$ cat src/include/unaligned_mem_defs.svh
// unaligned memory widths
`ifndef UNALIGNED_MEM_DEFS_SVH
`define UNALIGNED_MEM_DEFS_SVH

// byte address, 4 KiB total
`define UM_ADDR_W 12

// one doubleword
`define UM_DATA_W 64

// byte enables per doubleword
`define UM_STRB_W 8

`endif

$ cat src/rtl/unaligned_mem_pkg.sv
// unaligned memory types
package unaligned_mem_pkg;

  `include "unaligned_mem_defs.svh"

  typedef logic [`UM_DATA_W-1:0] data_t;
  typedef logic [`UM_STRB_W-1:0] strb_t;

  // row inside one bank, address minus bank bit and byte offset
  typedef logic [`UM_ADDR_W-5:0] row_t;

  typedef struct packed {
    row_t       row;
    logic       bank;    // doubleword index parity
    logic [2:0] offset;  // byte within the doubleword
  } mem_addr_f_t;

  // same byte address seen as a number or as fields
  typedef union packed {
    logic [`UM_ADDR_W-1:0] raw;
    mem_addr_f_t           f;
  } mem_addr_u;

endpackage

$ cat src/rtl/bank_if.sv
// controller to bank handshake
`timescale 1ns/1ps

interface bank_if import unaligned_mem_pkg::*; ();

  logic  req;
  logic  we;
  row_t  row;
  data_t wdata;
  strb_t wmask;
  logic  ack;
  data_t rdata;   // valid while ack high

  modport ctrl (
    output req, we, row, wdata, wmask,
    input  ack, rdata
  );

  modport mem (
    input  req, we, row, wdata, wmask,
    output ack, rdata
  );

endinterface

$ cat src/rtl/align_ctrl.sv
// unaligned access controller
`timescale 1ns/1ps

`include "unaligned_mem_defs.svh"

module align_ctrl import unaligned_mem_pkg::*; (
  input  logic      clk,
  input  logic      rst_n,
  input  logic      req,
  input  logic      we,
  input  mem_addr_u addr,
  input  data_t     wdata,
  input  strb_t     wstrb,
  output logic      ack,
  output data_t     rdata,
  bank_if.ctrl      even_bank,
  bank_if.ctrl      odd_bank
);

  typedef enum logic [1:0] {
    S_IDLE,
    S_BANK_WAIT,
    S_HOST_ACK,
    S_BANK_REL
  } state_t;

  state_t    state_q;
  logic      ack_q;
  data_t     rdata_q;
  logic      even_req_q;
  logic      odd_req_q;

  // latched request
  logic      we_q;
  mem_addr_u addr_q;
  data_t     wdata_q;
  strb_t     wstrb_q;

  mem_addr_u                   addr_hi;
  logic [5:0]                  bit_sh;
  logic [2*`UM_DATA_W-1:0]     wdata_wide;
  logic [2*`UM_STRB_W-1:0]     wstrb_wide;
  logic [2*`UM_DATA_W-1:0]     rdata_wide;
  data_t                       rdata_lo;
  data_t                       rdata_hi;
  logic                        banks_done;

  // second doubleword, wraps past the end of memory
  assign addr_hi.raw = addr_q.raw + `UM_ADDR_W'(8);
  assign bit_sh      = {addr_q.f.offset, 3'b000};

  // spill of the shift lands in the upper half
  assign wdata_wide = {{`UM_DATA_W{1'b0}}, wdata_q} << bit_sh;
  assign wstrb_wide = {{`UM_STRB_W{1'b0}}, wstrb_q} << addr_q.f.offset;

  // first half goes to the bank its parity names
  always_comb begin
    if (!addr_q.f.bank) begin
      even_bank.row   = addr_q.f.row;
      even_bank.wdata = wdata_wide[`UM_DATA_W-1:0];
      even_bank.wmask = wstrb_wide[`UM_STRB_W-1:0];
      odd_bank.row    = addr_hi.f.row;
      odd_bank.wdata  = wdata_wide[2*`UM_DATA_W-1:`UM_DATA_W];
      odd_bank.wmask  = wstrb_wide[2*`UM_STRB_W-1:`UM_STRB_W];
      rdata_lo        = even_bank.rdata;
      rdata_hi        = odd_bank.rdata;
    end else begin
      odd_bank.row    = addr_q.f.row;
      odd_bank.wdata  = wdata_wide[`UM_DATA_W-1:0];
      odd_bank.wmask  = wstrb_wide[`UM_STRB_W-1:0];
      even_bank.row   = addr_hi.f.row;
      even_bank.wdata = wdata_wide[2*`UM_DATA_W-1:`UM_DATA_W];
      even_bank.wmask = wstrb_wide[2*`UM_STRB_W-1:`UM_STRB_W];
      rdata_lo        = odd_bank.rdata;
      rdata_hi        = even_bank.rdata;
    end
  end

  assign rdata_wide = {rdata_hi, rdata_lo} >> bit_sh;

  assign even_bank.req = even_req_q;
  assign odd_bank.req  = odd_req_q;
  assign even_bank.we  = we_q;
  assign odd_bank.we   = we_q;

  // unused bank sits at req=0 ack=0 and always matches
  assign banks_done = (even_bank.ack == even_req_q) && (odd_bank.ack == odd_req_q);

  always_ff @(posedge clk) begin
    if (state_q == S_IDLE && req) begin
      we_q    <= we;
      addr_q  <= addr;
      wdata_q <= wdata;
      wstrb_q <= wstrb;
    end
  end

  always_ff @(posedge clk or negedge rst_n) begin
    if (!rst_n) begin
      state_q    <= S_IDLE;
      ack_q      <= 1'b0;
      rdata_q    <= '0;
      even_req_q <= 1'b0;
      odd_req_q  <= 1'b0;
    end else begin
      case (state_q)
        S_IDLE: begin
          if (req) begin
            // nonzero offset needs the other bank as well
            even_req_q <= !addr.f.bank || (addr.f.offset != 3'd0);
            odd_req_q  <= addr.f.bank || (addr.f.offset != 3'd0);
            state_q    <= S_BANK_WAIT;
          end
        end
        S_BANK_WAIT: begin
          if (banks_done) begin
            ack_q   <= 1'b1;
            state_q <= S_HOST_ACK;
            if (!we_q) begin
              rdata_q <= rdata_wide[`UM_DATA_W-1:0];
            end
          end
        end
        S_HOST_ACK: begin
          if (!req) begin
            even_req_q <= 1'b0;
            odd_req_q  <= 1'b0;
            state_q    <= S_BANK_REL;
          end
        end
        S_BANK_REL: begin
          if (banks_done) begin
            ack_q   <= 1'b0;   // both banks back to idle
            state_q <= S_IDLE;
          end
        end
        default: state_q <= S_IDLE;
      endcase
    end
  end

  assign ack   = ack_q;
  assign rdata = rdata_q;

endmodule

$ cat src/flat_wrapper.sv
// flat-port wrapper written by rule: the top's interface ports become plain ports
module align_ctrl_flat import unaligned_mem_pkg::*;
  (clk, rst_n, req, we, addr, wdata, wstrb, ack, rdata, even_bank_req, even_bank_we, even_bank_row, even_bank_wdata, even_bank_wmask, even_bank_ack, even_bank_rdata, odd_bank_req, odd_bank_we, odd_bank_row, odd_bank_wdata, odd_bank_wmask, odd_bank_ack, odd_bank_rdata);
  bank_if even_bank_i ();
  bank_if odd_bank_i ();
  input  logic clk;
  input  logic rst_n;
  input  logic req;
  input  logic we;
  input  mem_addr_u addr;
  input  data_t wdata;
  input  strb_t wstrb;
  output logic ack;
  output data_t rdata;
  output wire logic [$bits(even_bank_i.req)-1:0] even_bank_req;
  output wire logic [$bits(even_bank_i.we)-1:0] even_bank_we;
  output wire logic [$bits(even_bank_i.row)-1:0] even_bank_row;
  output wire logic [$bits(even_bank_i.wdata)-1:0] even_bank_wdata;
  output wire logic [$bits(even_bank_i.wmask)-1:0] even_bank_wmask;
  input wire logic [$bits(even_bank_i.ack)-1:0] even_bank_ack;
  input wire logic [$bits(even_bank_i.rdata)-1:0] even_bank_rdata;
  output wire logic [$bits(odd_bank_i.req)-1:0] odd_bank_req;
  output wire logic [$bits(odd_bank_i.we)-1:0] odd_bank_we;
  output wire logic [$bits(odd_bank_i.row)-1:0] odd_bank_row;
  output wire logic [$bits(odd_bank_i.wdata)-1:0] odd_bank_wdata;
  output wire logic [$bits(odd_bank_i.wmask)-1:0] odd_bank_wmask;
  input wire logic [$bits(odd_bank_i.ack)-1:0] odd_bank_ack;
  input wire logic [$bits(odd_bank_i.rdata)-1:0] odd_bank_rdata;
  assign even_bank_req = even_bank_i.req;
  assign even_bank_we = even_bank_i.we;
  assign even_bank_row = even_bank_i.row;
  assign even_bank_wdata = even_bank_i.wdata;
  assign even_bank_wmask = even_bank_i.wmask;
  assign even_bank_i.ack = even_bank_ack;
  assign even_bank_i.rdata = even_bank_rdata;
  assign odd_bank_req = odd_bank_i.req;
  assign odd_bank_we = odd_bank_i.we;
  assign odd_bank_row = odd_bank_i.row;
  assign odd_bank_wdata = odd_bank_i.wdata;
  assign odd_bank_wmask = odd_bank_i.wmask;
  assign odd_bank_i.ack = odd_bank_ack;
  assign odd_bank_i.rdata = odd_bank_rdata;
  align_ctrl u_core (.clk(clk), .rst_n(rst_n), .req(req), .we(we), .addr(addr), .wdata(wdata), .wstrb(wstrb), .ack(ack), .rdata(rdata), .even_bank(even_bank_i), .odd_bank(odd_bank_i));
endmodule
$ cat config.mk
export PLATFORM = sky130hd
export DESIGN_NAME = align_ctrl_flat
export DESIGN_NICKNAME = d
export VERILOG_FILES = /design/src/rtl/unaligned_mem_pkg.sv /design/src/rtl/bank_if.sv /design/src/rtl/align_ctrl.sv /design/src/flat_wrapper.sv
export VERILOG_INCLUDE_DIRS = /design/src /design/src/include
export SDC_FILE = /design/constraint.sdc
export NUM_CORES = 1
export LEC_CHECK = 0
export ABC_AREA = 1
export CORE_AREA = 2 2 181 218
export CTS_BUF_LIST = sky130_fd_sc_hd__clkbuf_2 sky130_fd_sc_hd__clkbuf_4 sky130_fd_sc_hd__clkbuf_8
export CTS_CLUSTER_SIZE = 30
export DETAILED_ROUTE_END_ITERATION = 10
export DIE_AREA = 0 0 183 220
export DONT_BUFFER_PORTS = 1
export PLACE_DENSITY_LB_ADDON = 0.12
export SLEW_MARGIN = 20
export SYNTH_ARGS = -nofsm -noshare
export SYNTH_HDL_FRONTEND = slang
export SYNTH_SLANG_ARGS = --single-unit
$ cat constraint.sdc
create_clock -name clk -period 3.8 [get_ports clk]
set_input_delay 0.76 -clock clk [delete_from_list [all_inputs] [get_ports clk]]
set_output_delay 0.76 -clock clk [all_outputs]
set_load 0.01 [all_outputs]
== Yosys cells after proc, flatten, opt, wreduce, memory -nomap -nowiden ==
Cells that the tools add are included.

* Bits in registers: 154
* Input bits: 218
* Output and inout port bits: 229
* Word-level logic and storage cells: 57

* Add/sub/neg operators: 1
* Equality and inequality tests: 9
* Shift-type cells: 3
* Muxes and demuxes: 21
* Bitwise logic cells: 1
* Reduce and logical (&&, ||, !) cells: 13

{| class="wikitable"
|+ Operators with widths
! kind !! count
|-
| two-way mux 64 bit || 4
|-
| left shift 64 x 6 -> 128 bit || 1
|-
| >> shifter 128 x 6 -> 64 bit || 1
|-
| two-way mux 8 bit || 4
|-
| left shift 8 x 3 -> 16 bit || 1
|-
| adder 12 x 4 -> 12 bit (second input constant) || 1
|-
| AND reduction 3 bit || 3
|-
| two-way mux 2 bit || 4
|-
| one-hot mux 2 bit (4 select lines) || 1
|-
| one-hot mux 1 bit (2 select lines) || 3
|-
| two-way mux 1 bit || 5
|-
| equality test 2 bit (second input constant) || 2
|-
| inequality test 2 x 1 -> 1 bit (second input constant) || 2
|-
| inequality test 2 bit (second input constant) || 2
|-
| AND reduction 4 bit || 1
|-
| nonzero test 2 bit || 2
|-
| nonzero test 3 bit || 1
|-
| equality test 1 bit || 2
|-
| equality test 2 x 1 -> 1 bit (second input constant) || 1
|-
| logical AND 1 bit || 2
|-
| logical NOT 2 bit || 1
|-
| logical OR 1 bit || 2
|-
| logical NOT 1 bit || 1
|-
| NOT 1 bit || 1
|}

== Logic depth before layout (Yosys ltp) ==
* Depth in word-level cells: 4
* Mapped depth: 11
* Mapped depth without buffers: 9

== Least setup slack after synthesis ==
No wires, ideal clock.

* Path kind: input -> register
* Start point: in req
* End point: reg u_core.addr_q[0] (netlist name) (enable)
* Library setup time: 439 ps
* Arrival: 2468 ps
* Required time: 3361 ps
* Setup slack: 893 ps
* Stages on the path: 2
* Path buffers: 0
* Cells stage by stage: nand2_1 > inv_1

* Longest elaborated chain between the ends: 1

{| class="wikitable"
|+ RTL lines
! element !! line !! text
|-
| from (decl) || flat_wrapper.sv:8 || <nowiki>input logic req;</nowiki>
|-
| logical AND 1 bit || align_ctrl.sv:90 || <nowiki>if (state_q == S_IDLE && req) begin</nowiki>
|-
| to (signal assigned) || align_ctrl.sv:92 || <nowiki>addr_q <= addr;</nowiki>
|-
| to (decl) || align_ctrl.sv:35 || <nowiki>mem_addr_u addr_q;</nowiki>
|}

No other way between the ends.
A chain may end at the register's enable or synchronous reset.

== Worst setup path in the final report ==
* Start point: reg u_core.addr_q[3] (netlist name)
* End point: out even_bank_row[6]

* Longest elaborated chain between the ends: 2

{| class="wikitable"
|+ RTL lines
! element !! line !! text
|-
| adder 12 x 4 -> 12 bit || align_ctrl.sv:49 || <nowiki>assign addr_hi.raw = addr_q.raw + `UM_ADDR_W'(8);</nowiki>
|-
| two-way mux 8 bit (*) || align_ctrl.sv:58 || <nowiki>if (!addr_q.f.bank) begin</nowiki>
|-
| to (decl) || flat_wrapper.sv:17 || <nowiki>output wire logic [$bits(even_bank_i.row)-1:0] even_bank_row;</nowiki>
|}

Mark *: on every way between the ends. The rest lies on a longest branch, timed or not.

==> impl_results.md <==
* Status: completed
* Share of cells above drive strength 1 at 3.61%
* Sink Count at 154
* PortBufs at 0
* Overall global routing resource usage at 32.7%
* Largest delay contributor family on the critical path: buffers and inverters
* CP required at 3.04 ns
* WL per Instance at 23.6 um
* Finished Core Util at 38.6%
* Least-Margin Pin Slew at 0.857 ns
* Starting DRT DRC Count at 1281
* CP Capture Type: output pin
* Register clock-pin slew on the reported worst setup and hold paths at 0.09 ns
* Period minus WS final at 3.46 ns
* HPWL Detailed at 50600 um
* Number of placed I/O pins at 447
* RD Place Congestion at 1.01
* Cell taking the most area after synthesis: nand2_1
* Final setup viols at 0
* Area of the core at 38400 um^2
* Top cells by area, synth: nand2_1, nand3_1, edfxtp_1
* Startpoint Class: flip-flop
* CTS max path bufs at 2
* Post-Syn Nets at 2704
* Synth top area share at 31.7%
* Unrepaired setup endpoints after global routing: false
* First-pass GRT wire length at 96300 um
* Period utilization at 90.9%
* Yosys cell types at 23
* Flops & latches, synth at 154
* Clock skew at 0.0164 ns
* Clk_lat worst skew at 0.52 ns
* Die height at 220 um
* CP max stage cell: buf_4
* Final hold vios at 0
* CTS tree: built
* Chip Width at 183 um
* Largest net degree at the start of global routing at 187
* Initial Utilization at 37.3%
* Fin nets at 2564
* Worst VDD drop at 0.000273 V
* WHS at 0.122 ns
* Gr ovfl total at 0
* Detail Route Antenna Nets at 0
* RR Startpoint: u_core.addr_q[0]$_DFFE_PP_
* Routed via count at 16.2k
* Commonest non-fill, non-tap cell in the layout: nand2_1
* Syn Inst Count at 2479
* Syn. warnings at 0
* CTS buffer count at 17
* Routed vias/inst at 5.68
* Area grow syn2layout at 3.53%
* Total wire length at 67300 um
* Arr. time, crit path at 2.70 ns
* Static Leak at 7.44 nW
* Crit path launch: u_core.addr_q[3]$_DFFE_PP_
* Post-CTS sizing at 0
* Die area at 40300 um^2
* Max stage delay on crit path at 0.71 ns
* Seq/Total Area, Yosys at 29.9%
* Setup bufs post-CTS at 0
* Placement Setup Slack at 0.899 ns
* Vias in the first global route at 15.1k
* PwrDens at 623 nW/um^2
* Critical path class: flip-flop to output pin
* Pre-antenna DRT Iters at 5
* Synthesized area at 14300 um^2
* Max Cap Viol at 0
* Hold-fix buffers, CTS at 1
* CP max FO at 84
* Setup TNS at 0 ns
* Commonest cells after routing, fill and taps aside: nand2_1, nand3_1, nor2_1
* Slew Limit Fails at 0
* Root buf cell: clkbuf_8
* Residual DRC at 0
* Fill cells at 4270
* Final WS setup at 0.345 ns
* Initial antenna violation count at 11
* Crit path cell chain: buf_4 > nand3_1 > nor2_1 > nand2_1 > nor3_2 > xor2_1
* FMAX at 289 MHz
* Worst Hold Class: input port to async pin
* H-tree Lvls at 4
* Buf/Inv on CP at 1
* Slew HR at 42.9%
* Post-Syn Area per Cell at 5.77 um^2
* Cell Rows at 79
-- synthesized netlist by cell type (all sizes together) --
cell       n
a21oi      3
xnor2      4
nor3       2
dfrtp     69
nor2      94
o22ai      2
clkbuf    35
o21ai    101
o31ai      1
nand2   1208
or2       15
inv       59
edfxtp    85
ha         7
buf      155
xor2       5
nand3    632
nor4       2
-- final cells by class --
| type | count | area (um^2) | share of cell area (%) |
|---|---|---|---|
| antenna | 14 | 35.0 | 0.237 |
| clock buffer | 18 | 241 | 1.63 |
| clock inverter | 14 | 161 | 1.09 |
| inverter | 59 | 240 | 1.62 |
| multi-input combinational | 2076 | 8890 | 60.0 |
| sequential | 154 | 4280 | 28.9 |
| tap | 486 | 608 | 4.11 |
| timing repair buffer | 31 | 357 | 2.41 |
-- power breakdown --
group | internal (W) | switching (W) | total (W)
clock | 0.000606 | 0.000794 | 0.00140
sequential | 0.00233 | 0.000737 | 0.00307
combinational | 0.00127 | 0.00348 | 0.00476
-- routing by layer --
| layer | vias up | global-route usage [%] | wire length, um |
|---|---|---|---|
| met4 | 4 | 30.5 | 6750 |
| li1 | 7813 | - | - |
| met3 | 176 | 10.9 | 5980 |
| met2 | 727 | 59.3 | 34200 |
| met5 | - | 0 | 30 |
| met1 | 7473 | 28.2 | 20400 |
-- path summary, 6_finish.rpt --
| check | end | slack (ns) | cells after the start |
|---|---|---|---|
| worst max register to register | u_core.rdata[57]$_DFFE_PN0P_ | 1.13 | 9 |
| max in group asynchronous | u_core.rdata[13]$_DFFE_PN0P_ | 3.35 | 1 |
| worst min register to register | u_core.rdata[25]$_DFFE_PN0P_ | 0.55 | 2 |
| worst min-delay path | u_core.rdata[44]$_DFFE_PN0P_ | 0.12 | 1 |
| worst max-delay path | even_bank_row[6] | 0.34 | 6 |
| min in group clk | u_core.wdata_q[10]$_DFFE_PP_ | 0.31 | 0 |
-- cells by family after synthesis --
kind of cell    count (synthesis)  synth area share [%]
simple gates                 1953                  57.2
flops                         154                  29.9
fa+ha+maj                       7                 0.612
compound gates                107                  3.78
buf+inv                       249                  7.99
xor+xnor                        9                 0.551
-- stage by stage --
| stage | power [W] | std cells | instance area (um^2) |
|---|---|---|---|
| 2_1_floorplan | 0.00635 | 2479 | 14300 |
| 3_3_place_gp | 0.00780 | 2805 | 14300 |
| 3_5_place_dp | 0.00782 | 2805 | 14300 |
| 4_1_cts | 0.00926 | 2838 | 14800 |
| 5_1_grt | 0.00990 | 2852 | 14800 |
| 6_report | 0.00923 | 2852 | 14800 |
-- registers in the layout, indices dropped and copies added, names as in the netlist --
| signal | cells |
|---|---|
| u_core.wdata_q | 64 |
| u_core.even_bank.req | 1 |
| u_core.even_bank.we | 1 |
| u_core.rdata | 64 |
| u_core.odd_bank.req | 1 |
| u_core.ack | 1 |
| u_core.addr_q | 12 |
| u_core.state_q | 2 |
| u_core.wstrb_q | 8 |
Power figures use the tool's default switching activity.
